## config.mk

```make
export PLATFORM = sky130hd
export DESIGN_NAME = mem_pipeline_top
export DESIGN_NICKNAME = d
export VERILOG_FILES = /design/src/source/mem_pkg.sv /design/src/source/pipe_reg.sv /design/src/source/memory_access_stage.sv /design/src/source/data_ram.sv /design/src/source/load_writeback_stage.sv /design/src/source/mem_pipeline_top.sv
export SDC_FILE = /design/constraint.sdc
export NUM_CORES = 2
export LEC_CHECK = 0
export ABC_AREA = 1
export BUFFER_PORTS_ARGS = -buffer_cell sky130_fd_sc_hd__buf_4
export CAP_MARGIN = 20
export CORE_ASPECT_RATIO = 1.2
export CORE_MARGIN = 2
export CORE_UTILIZATION = 40
export CTS_BUF_LIST = sky130_fd_sc_hd__clkbuf_4 sky130_fd_sc_hd__clkbuf_8 sky130_fd_sc_hd__clkbuf_16
export DETAILED_ROUTE_END_ITERATION = 10
export PLACE_DENSITY = 0.59
export SYNTH_ARGS = -nofsm -noshare
export SYNTH_HDL_FRONTEND = slang
export SYNTH_HIERARCHICAL = 1
export SYNTH_SLANG_ARGS = --single-unit
export TNS_END_PERCENT = 20
```

## constraint.sdc

```tcl
create_clock -name clk -period 6.5 [get_ports clk]
set_input_delay 0.975 -clock clk [delete_from_list [all_inputs] [get_ports clk]]
set_output_delay 0.975 -clock clk [all_outputs]
set_load 0.1 [all_outputs]
```

## src/source/mem_pkg.sv

```systemverilog
// Memory pipeline shared definitions.
// Access kinds, the request and tag layouts, and the data and register widths.
`default_nettype none

package mem_pkg;

	localparam int DATA_W = 32;	// width of a data word.
	localparam int REG_W = 5;	// width of a destination register number.

	// kind of access, loads first and then stores.
	typedef enum logic [2:0]
	{
		OP_LB = 3'd0,	// load byte, sign extended.
		OP_LBU = 3'd1,	// load byte, zero extended.
		OP_LH = 3'd2,	// load halfword, sign extended.
		OP_LHU = 3'd3,	// load halfword, zero extended.
		OP_LW = 3'd4,	// load word.
		OP_SB = 3'd5,	// store byte.
		OP_SH = 3'd6,	// store halfword.
		OP_SW = 3'd7	// store word.
	} mem_op_t;

	// A request as captured at the pipeline input, 72 bits.
	typedef struct packed
	{
		mem_op_t op;
		logic [DATA_W-1:0] addr;
		logic [DATA_W-1:0] store_value;
		logic [REG_W-1:0] dest_reg;
	} mem_req_t;

	// Sideband that rides through the RAM next to the read word, 10 bits.
	// the offset selects the byte lane for the load extraction.
	typedef struct packed
	{
		mem_op_t op;
		logic [1:0] offset;
		logic [REG_W-1:0] dest_reg;
	} mem_tag_t;

endpackage

`default_nettype wire

```

## src/source/pipe_reg.sv

```systemverilog
// One-entry pipeline register with valid/ready handshakes on both sides.
// The payload type is a parameter so one block serves every stage.
`timescale 1ns/1ps
`default_nettype none

module pipe_reg #(
	parameter type payload_t = logic [31:0]
) (
	input logic clk,
	input logic rst_i,

	input logic in_valid_i,
	output logic in_ready_o,
	input payload_t in_data_i,

	output logic out_valid_o,
	input logic out_ready_i,
	output payload_t out_data_o
);

	logic valid_q;
	payload_t data_q;
	logic in_fire;

	// The slot can take new data when empty or when it drains this cycle.
	assign in_ready_o = !valid_q || out_ready_i;
	assign in_fire = in_valid_i && in_ready_o;

	always_ff @(posedge clk)
	begin
		if (rst_i)
			valid_q <= 1'b0;
		else if (in_ready_o)
			valid_q <= in_valid_i;	// refill or empty on a drain.
	end

	// payload only moves on a transfer, so it holds while stalled.
	always_ff @(posedge clk)
	begin
		if (in_fire)
			data_q <= in_data_i;
	end

	assign out_valid_o = valid_q;
	assign out_data_o = data_q;

endmodule

`default_nettype wire

```

## src/source/memory_access_stage.sv

```systemverilog
// Memory access stage, issues one load or store to the data RAM.
// Store data is steered into byte lanes and byte enables are formed here.
`timescale 1ns/1ps
`default_nettype none

module memory_access_stage #(
	parameter int DEPTH = 64
) (
	input logic req_valid_i,
	output logic req_ready_o,
	input mem_pkg::mem_req_t req_i,

	output logic ram_valid_o,
	input logic ram_ready_i,
	output logic ram_write_o,
	output logic [3:0] ram_sel_o,
	output logic [mem_pkg::DATA_W-1:0] ram_wdata_o,
	output logic [$clog2(DEPTH)-1:0] ram_index_o,
	output mem_pkg::mem_tag_t ram_tag_o
);

	import mem_pkg::*;

	logic [1:0] offset;
	logic [DATA_W-1:0] value;

	assign offset = req_i.addr[1:0];
	assign value = req_i.store_value;

	// This stage has no storage, the RAM handshake passes straight through.
	assign ram_valid_o = req_valid_i;
	assign req_ready_o = ram_ready_i;

	assign ram_write_o = req_i.op inside {OP_SB, OP_SH, OP_SW};
	assign ram_index_o = req_i.addr[2 +: $clog2(DEPTH)];	// upper bits wrap.

	// Lane k holds the byte at offset k, in bits 31-8k down, enable bit 3-k.
	always_comb
	begin
		ram_sel_o = 4'b1111;
		ram_wdata_o = {value[7:0], value[15:8], value[23:16], value[31:24]};
		case (req_i.op)
			OP_LB, OP_LBU, OP_SB:
			begin
				case (offset)
					2'd0:
					begin
						ram_sel_o = 4'b1000;
						ram_wdata_o = {value[7:0], 24'd0};
					end
					2'd1:
					begin
						ram_sel_o = 4'b0100;
						ram_wdata_o = {8'd0, value[7:0], 16'd0};
					end
					2'd2:
					begin
						ram_sel_o = 4'b0010;
						ram_wdata_o = {16'd0, value[7:0], 8'd0};
					end
					default:
					begin
						ram_sel_o = 4'b0001;
						ram_wdata_o = {24'd0, value[7:0]};
					end
				endcase
			end
			OP_LH, OP_LHU, OP_SH:
			begin
				// offset bit 0 is ignored, the low byte takes the lower address.
				if (!offset[1])
				begin
					ram_sel_o = 4'b1100;
					ram_wdata_o = {value[7:0], value[15:8], 16'd0};
				end
				else
				begin
					ram_sel_o = 4'b0011;
					ram_wdata_o = {16'd0, value[7:0], value[15:8]};
				end
			end
			default:
			begin
			end
		endcase
	end

	// The load side needs the offset to pick the lane back out.
	always_comb
	begin
		ram_tag_o.op = req_i.op;
		ram_tag_o.offset = offset;
		ram_tag_o.dest_reg = req_i.dest_reg;
	end

endmodule

`default_nettype wire

```

## src/source/data_ram.sv

```systemverilog
// Byte-enabled single-port data RAM, always hits in one cycle.
// The read word and its tag sit in a response register that holds under stall.
`timescale 1ns/1ps
`default_nettype none

module data_ram #(
	parameter int DEPTH = 64,
	parameter type tag_t = logic [9:0]
) (
	input logic clk,
	input logic rst_i,

	input logic req_valid_i,
	output logic req_ready_o,
	input logic write_i,
	input logic [3:0] sel_i,
	input logic [31:0] wdata_i,
	input logic [$clog2(DEPTH)-1:0] index_i,
	input tag_t tag_i,

	output logic rsp_valid_o,
	input logic rsp_ready_i,
	output logic [31:0] rdata_o,
	output tag_t tag_o
);

	logic [31:0] mem [DEPTH];
	logic rsp_valid_q;
	logic [31:0] rdata_q;
	tag_t tag_q;
	logic req_fire;

	// Accept only when the response slot is free or being taken.
	assign req_ready_o = !rsp_valid_q || rsp_ready_i;
	assign req_fire = req_valid_i && req_ready_o;

	always_ff @(posedge clk)
	begin
		if (req_fire && write_i)
		begin
			for (int i = 0; i < 4; i++)
			begin
				if (sel_i[i])
					mem[index_i][8*i +: 8] <= wdata_i[8*i +: 8];
			end
		end
	end

	// A store reads the old word, it is dropped later but keeps one result per request.
	always_ff @(posedge clk)
	begin
		if (req_fire)
		begin
			rdata_q <= mem[index_i];
			tag_q <= tag_i;
		end
	end

	always_ff @(posedge clk)
	begin
		if (rst_i)
			rsp_valid_q <= 1'b0;
		else if (req_ready_o)
			rsp_valid_q <= req_valid_i;
	end

	assign rsp_valid_o = rsp_valid_q;
	assign rdata_o = rdata_q;
	assign tag_o = tag_q;

endmodule

`default_nettype wire

```

## src/source/load_writeback_stage.sv

```systemverilog
// Load writeback stage, picks the addressed byte, halfword or word and extends it.
// The result goes into an output register toward the register file.
`timescale 1ns/1ps
`default_nettype none

module load_writeback_stage (
	input logic clk,
	input logic rst_i,

	input logic rsp_valid_i,
	output logic rsp_ready_o,
	input logic [mem_pkg::DATA_W-1:0] rdata_i,
	input mem_pkg::mem_tag_t tag_i,

	output logic out_valid_o,
	input logic out_ready_i,
	output logic out_has_writeback_o,
	output logic [mem_pkg::REG_W-1:0] out_reg_o,
	output logic [mem_pkg::DATA_W-1:0] out_data_o
);

	import mem_pkg::*;

	typedef struct packed
	{
		logic has_writeback;
		logic [REG_W-1:0] dest_reg;
		logic [DATA_W-1:0] data;
	} wb_t;

	logic [7:0] byte_val;
	logic [15:0] half_val;
	logic [31:0] word_val;
	wb_t wb_in;
	wb_t wb_out;

	// Undo the lane order, offset 0 is the top byte of the read word.
	always_comb
	begin
		case (tag_i.offset)
			2'd0: byte_val = rdata_i[31:24];
			2'd1: byte_val = rdata_i[23:16];
			2'd2: byte_val = rdata_i[15:8];
			default: byte_val = rdata_i[7:0];
		endcase
		if (tag_i.offset[1])
			half_val = {rdata_i[7:0], rdata_i[15:8]};
		else
			half_val = {rdata_i[23:16], rdata_i[31:24]};
		word_val = {rdata_i[7:0], rdata_i[15:8], rdata_i[23:16], rdata_i[31:24]};
	end

	always_comb
	begin
		wb_in.has_writeback = 1'b1;
		wb_in.dest_reg = tag_i.dest_reg;
		case (tag_i.op)
			OP_LB: wb_in.data = {{24{byte_val[7]}}, byte_val};
			OP_LBU: wb_in.data = {24'd0, byte_val};
			OP_LH: wb_in.data = {{16{half_val[15]}}, half_val};
			OP_LHU: wb_in.data = {16'd0, half_val};
			OP_LW: wb_in.data = word_val;
			default:
			begin
				wb_in.has_writeback = 1'b0;	// stores only retire.
				wb_in.data = '0;
			end
		endcase
	end

	pipe_reg #(
		.payload_t(wb_t)
	) u_out_reg (
		.clk(clk),
		.rst_i(rst_i),
		.in_valid_i(rsp_valid_i),
		.in_ready_o(rsp_ready_o),
		.in_data_i(wb_in),
		.out_valid_o(out_valid_o),
		.out_ready_i(out_ready_i),
		.out_data_o(wb_out)
	);

	assign out_has_writeback_o = wb_out.has_writeback;
	assign out_reg_o = wb_out.dest_reg;
	assign out_data_o = wb_out.data;

endmodule

`default_nettype wire

```

## src/source/mem_pipeline_top.sv

```systemverilog
// Memory pipeline top, input register, access stage, data RAM and writeback.
// Three register stages, one request per cycle, results in issue order.
`timescale 1ns/1ps
`default_nettype none

module mem_pipeline_top #(
	parameter int DEPTH = 64
) (
	input logic clk,
	input logic rst_i,

	input logic in_valid_i,
	output logic in_ready_o,
	input mem_pkg::mem_op_t in_op_i,
	input logic [mem_pkg::DATA_W-1:0] in_addr_i,
	input logic [mem_pkg::DATA_W-1:0] in_store_value_i,
	input logic [mem_pkg::REG_W-1:0] in_reg_i,

	output logic out_valid_o,
	input logic out_ready_i,
	output logic out_has_writeback_o,
	output logic [mem_pkg::REG_W-1:0] out_reg_o,
	output logic [mem_pkg::DATA_W-1:0] out_data_o
);

	import mem_pkg::*;

	localparam int IDX_W = $clog2(DEPTH);

	mem_req_t in_req;
	mem_req_t req;
	logic req_valid;
	logic req_ready;

	logic ram_valid;
	logic ram_ready;
	logic ram_write;
	logic [3:0] ram_sel;
	logic [DATA_W-1:0] ram_wdata;
	logic [IDX_W-1:0] ram_index;
	mem_tag_t ram_tag;

	logic rsp_valid;
	logic rsp_ready;
	logic [DATA_W-1:0] rsp_rdata;
	mem_tag_t rsp_tag;

	assign in_req = '{op: in_op_i, addr: in_addr_i, store_value: in_store_value_i,
		dest_reg: in_reg_i};

	pipe_reg #(.payload_t(mem_req_t)) u_in_reg (
		.clk(clk), .rst_i(rst_i),
		.in_valid_i(in_valid_i), .in_ready_o(in_ready_o), .in_data_i(in_req),
		.out_valid_o(req_valid), .out_ready_i(req_ready), .out_data_o(req)
	);

	memory_access_stage #(.DEPTH(DEPTH)) u_memory_access_stage (
		.req_valid_i(req_valid), .req_ready_o(req_ready), .req_i(req),
		.ram_valid_o(ram_valid), .ram_ready_i(ram_ready), .ram_write_o(ram_write),
		.ram_sel_o(ram_sel), .ram_wdata_o(ram_wdata), .ram_index_o(ram_index),
		.ram_tag_o(ram_tag)
	);

	data_ram #(.DEPTH(DEPTH), .tag_t(mem_tag_t)) u_data_ram (
		.clk(clk), .rst_i(rst_i),
		.req_valid_i(ram_valid), .req_ready_o(ram_ready), .write_i(ram_write),
		.sel_i(ram_sel), .wdata_i(ram_wdata), .index_i(ram_index), .tag_i(ram_tag),
		.rsp_valid_o(rsp_valid), .rsp_ready_i(rsp_ready), .rdata_o(rsp_rdata),
		.tag_o(rsp_tag)
	);

	load_writeback_stage u_load_writeback_stage (
		.clk(clk), .rst_i(rst_i),
		.rsp_valid_i(rsp_valid), .rsp_ready_o(rsp_ready), .rdata_i(rsp_rdata),
		.tag_i(rsp_tag),
		.out_valid_o(out_valid_o), .out_ready_i(out_ready_i),
		.out_has_writeback_o(out_has_writeback_o), .out_reg_o(out_reg_o),
		.out_data_o(out_data_o)
	);

endmodule

`default_nettype wire

```

==> reports/qor.csv <==
metric,value,unit
worstPathMaxFanout,73,
rsz0062_at_grt,no,
drc,0,
status,"complete, no violations",
grt_pass1_vias,59900,
worstSetupPathType,reg -> reg,
start_util,0.402,
worst_pin_slew,1.16,ns
vdd.ir_drop.worst,0.302,mV
synth_nets,9381,
finalSetupViolations,0,
syn_avg_cell_area,10.0,sq um
die-area,237000,sq um
wl_met1,103000,microns
core_region_area,232000,sq um
required,6.99,ns
clkLatencyLatePin,0.87,ns
cp.arrival,4.75,ns
layout.cells.most_common,nand2_1,
grt_usage,0.220,
dr.pass1.iters,8,
power_density,293,nW/um^2
routed.top_layer,met5,
wire_per_inst,21.3,microns
grt_pass1_wl,387000,microns
dp_hpwl,148000,microns
max_freq,0.235,GHz
cts_hold_buf,0,
drt_iter0_drc,6484,
finalCritPeriodShare,0.656,
globalplace.congestion,0.843,
wl,265000,microns
hold_viol,0,
die_w,445,microns
drt.antenna.violating_nets,0,
met2RoutedLength,129000,microns
mostFrequentLayoutCells,"nand2_1, edfxtp_1, nor2_1",
post-route-min-period,4.26,ns
finalPower,30.3,mW
post_cts_buffers,0,
nFillCells,21400,
multi_input_area,25300,sq um
synthToLayoutAreaGrowth,10.8,%
wl_met3,19700,microns
drive_gt1_frac,0.0651,
ff_latch_area,65400,sq um
postSynthCellCount,9305,
fin_skew,0.0341,ns
grt_overflow,0,
boundaryPins,116,
synth_area,93300,sq um
antenna_found_initial,21,
layout.nets,9274,
htreeDepth,4,
vias_per_cell,5.06,
p_leak,42.2,nW
yosysWarnings,6,
numCtsBuffers,215,
setup-tns-final,0,ns
cts-root-buf,clkbuf_16,
grt_max_degree,199,
num_vias,62900,
cts_tree,built,
rows,194,
cp-start-kind,flop,
endpoint_kind,flop,
cts_buffer_depth,3,
clk_pin_slew,0.06,ns
drv_cap,0,
die_h,533,microns
drv_slew,0,
portBuffers,91,
hp-class,in -> reg,
slew_headroom,0.226,
post_cts_resized,0,
clock_sinks,2179,
worst paths after layout:
kind,depth (start not counted),slack [ns],endpoint,startpoint
worst min register to register,0,0.41,u_load_writeback_stage/u_out_reg/out_data_o[32]$_DFFE_PP_,u_data_ram/tag_o[0]$_DFFE_PP_
worst min-delay path,1,0.28,u_in_reg/out_data_o[40]$_DFFE_PP_,in_addr_i[3]
worst max-delay path,7,2.24,u_data_ram/mem[2][2]$_DFFE_PP_,u_in_reg/out_data_o[40]$_DFFE_PP_
worst max register to register,7,2.24,u_data_ram/mem[2][2]$_DFFE_PP_,u_in_reg/out_data_o[40]$_DFFE_PP_
power breakdown:
part | leakage, nW | internal, mW | switching (mW)
logic | 19.7 | 0.450 | 1.73
registers | 19.0 | 15.7 | 0.0536
clock network | 3.48 | 7.06 | 5.24
critical path, cell delays in order, from the launching register on:
cell and delay [ns]:
edfxtp_1 0.85, buf_4 0.37, inv_16 0.16, nor2_2 0.50
inv_2 0.14, nor2_4 0.19, nand2_1 0.63, nor2_1 0.96
sequential cells by signal (all words and copies together), names as in the netlist:
register                                      flops
u_in_reg/out_data_o                              48
u_data_ram/rdata_o                               32
u_data_ram/rsp_valid_o                            1
u_data_ram/mem                                 2048
u_data_ram/tag_o                                 10
u_load_writeback_stage/u_out_reg/out_valid_o      1
u_load_writeback_stage/u_out_reg/out_data_o      38
u_in_reg/out_valid_o                              1
layer usage:
metal,GRT usage,up-vias
met5,0,-
met4,0.103,2
met3,0.0362,500
met2,0.371,2285
met1,0.277,30300
li1,-,29800
per-stage QoR:
step                hold WS (ns)  std cells  instance area [sq um]  setup slack [ns]   util
global route               0.242      12400                 103000              2.22  0.445
detailed placement         0.406      12000                  96300              2.31  0.415
global placement           0.402      12000                  96300              2.41  0.415
CTS                        0.226      12400                 103000              2.41  0.445
finish                     0.281      12400                 103000              2.24  0.445
floorplan                  0.400       9305                  93300              2.38      -
area by class of cell:
cell class                      instances  share of cell area
Antenna cell                           21            0.000508
Clock buffer                          274              0.0575
Clock inverter                        120             0.00991
Inverter                               89             0.00362
Multi-Input combinational cell       6540               0.245
Sequential cell                      2179               0.633
Tap cell                             3038              0.0368
Timing Repair Buffer                  173              0.0143
No activity file was read; power rests on OpenSTA's default activity.
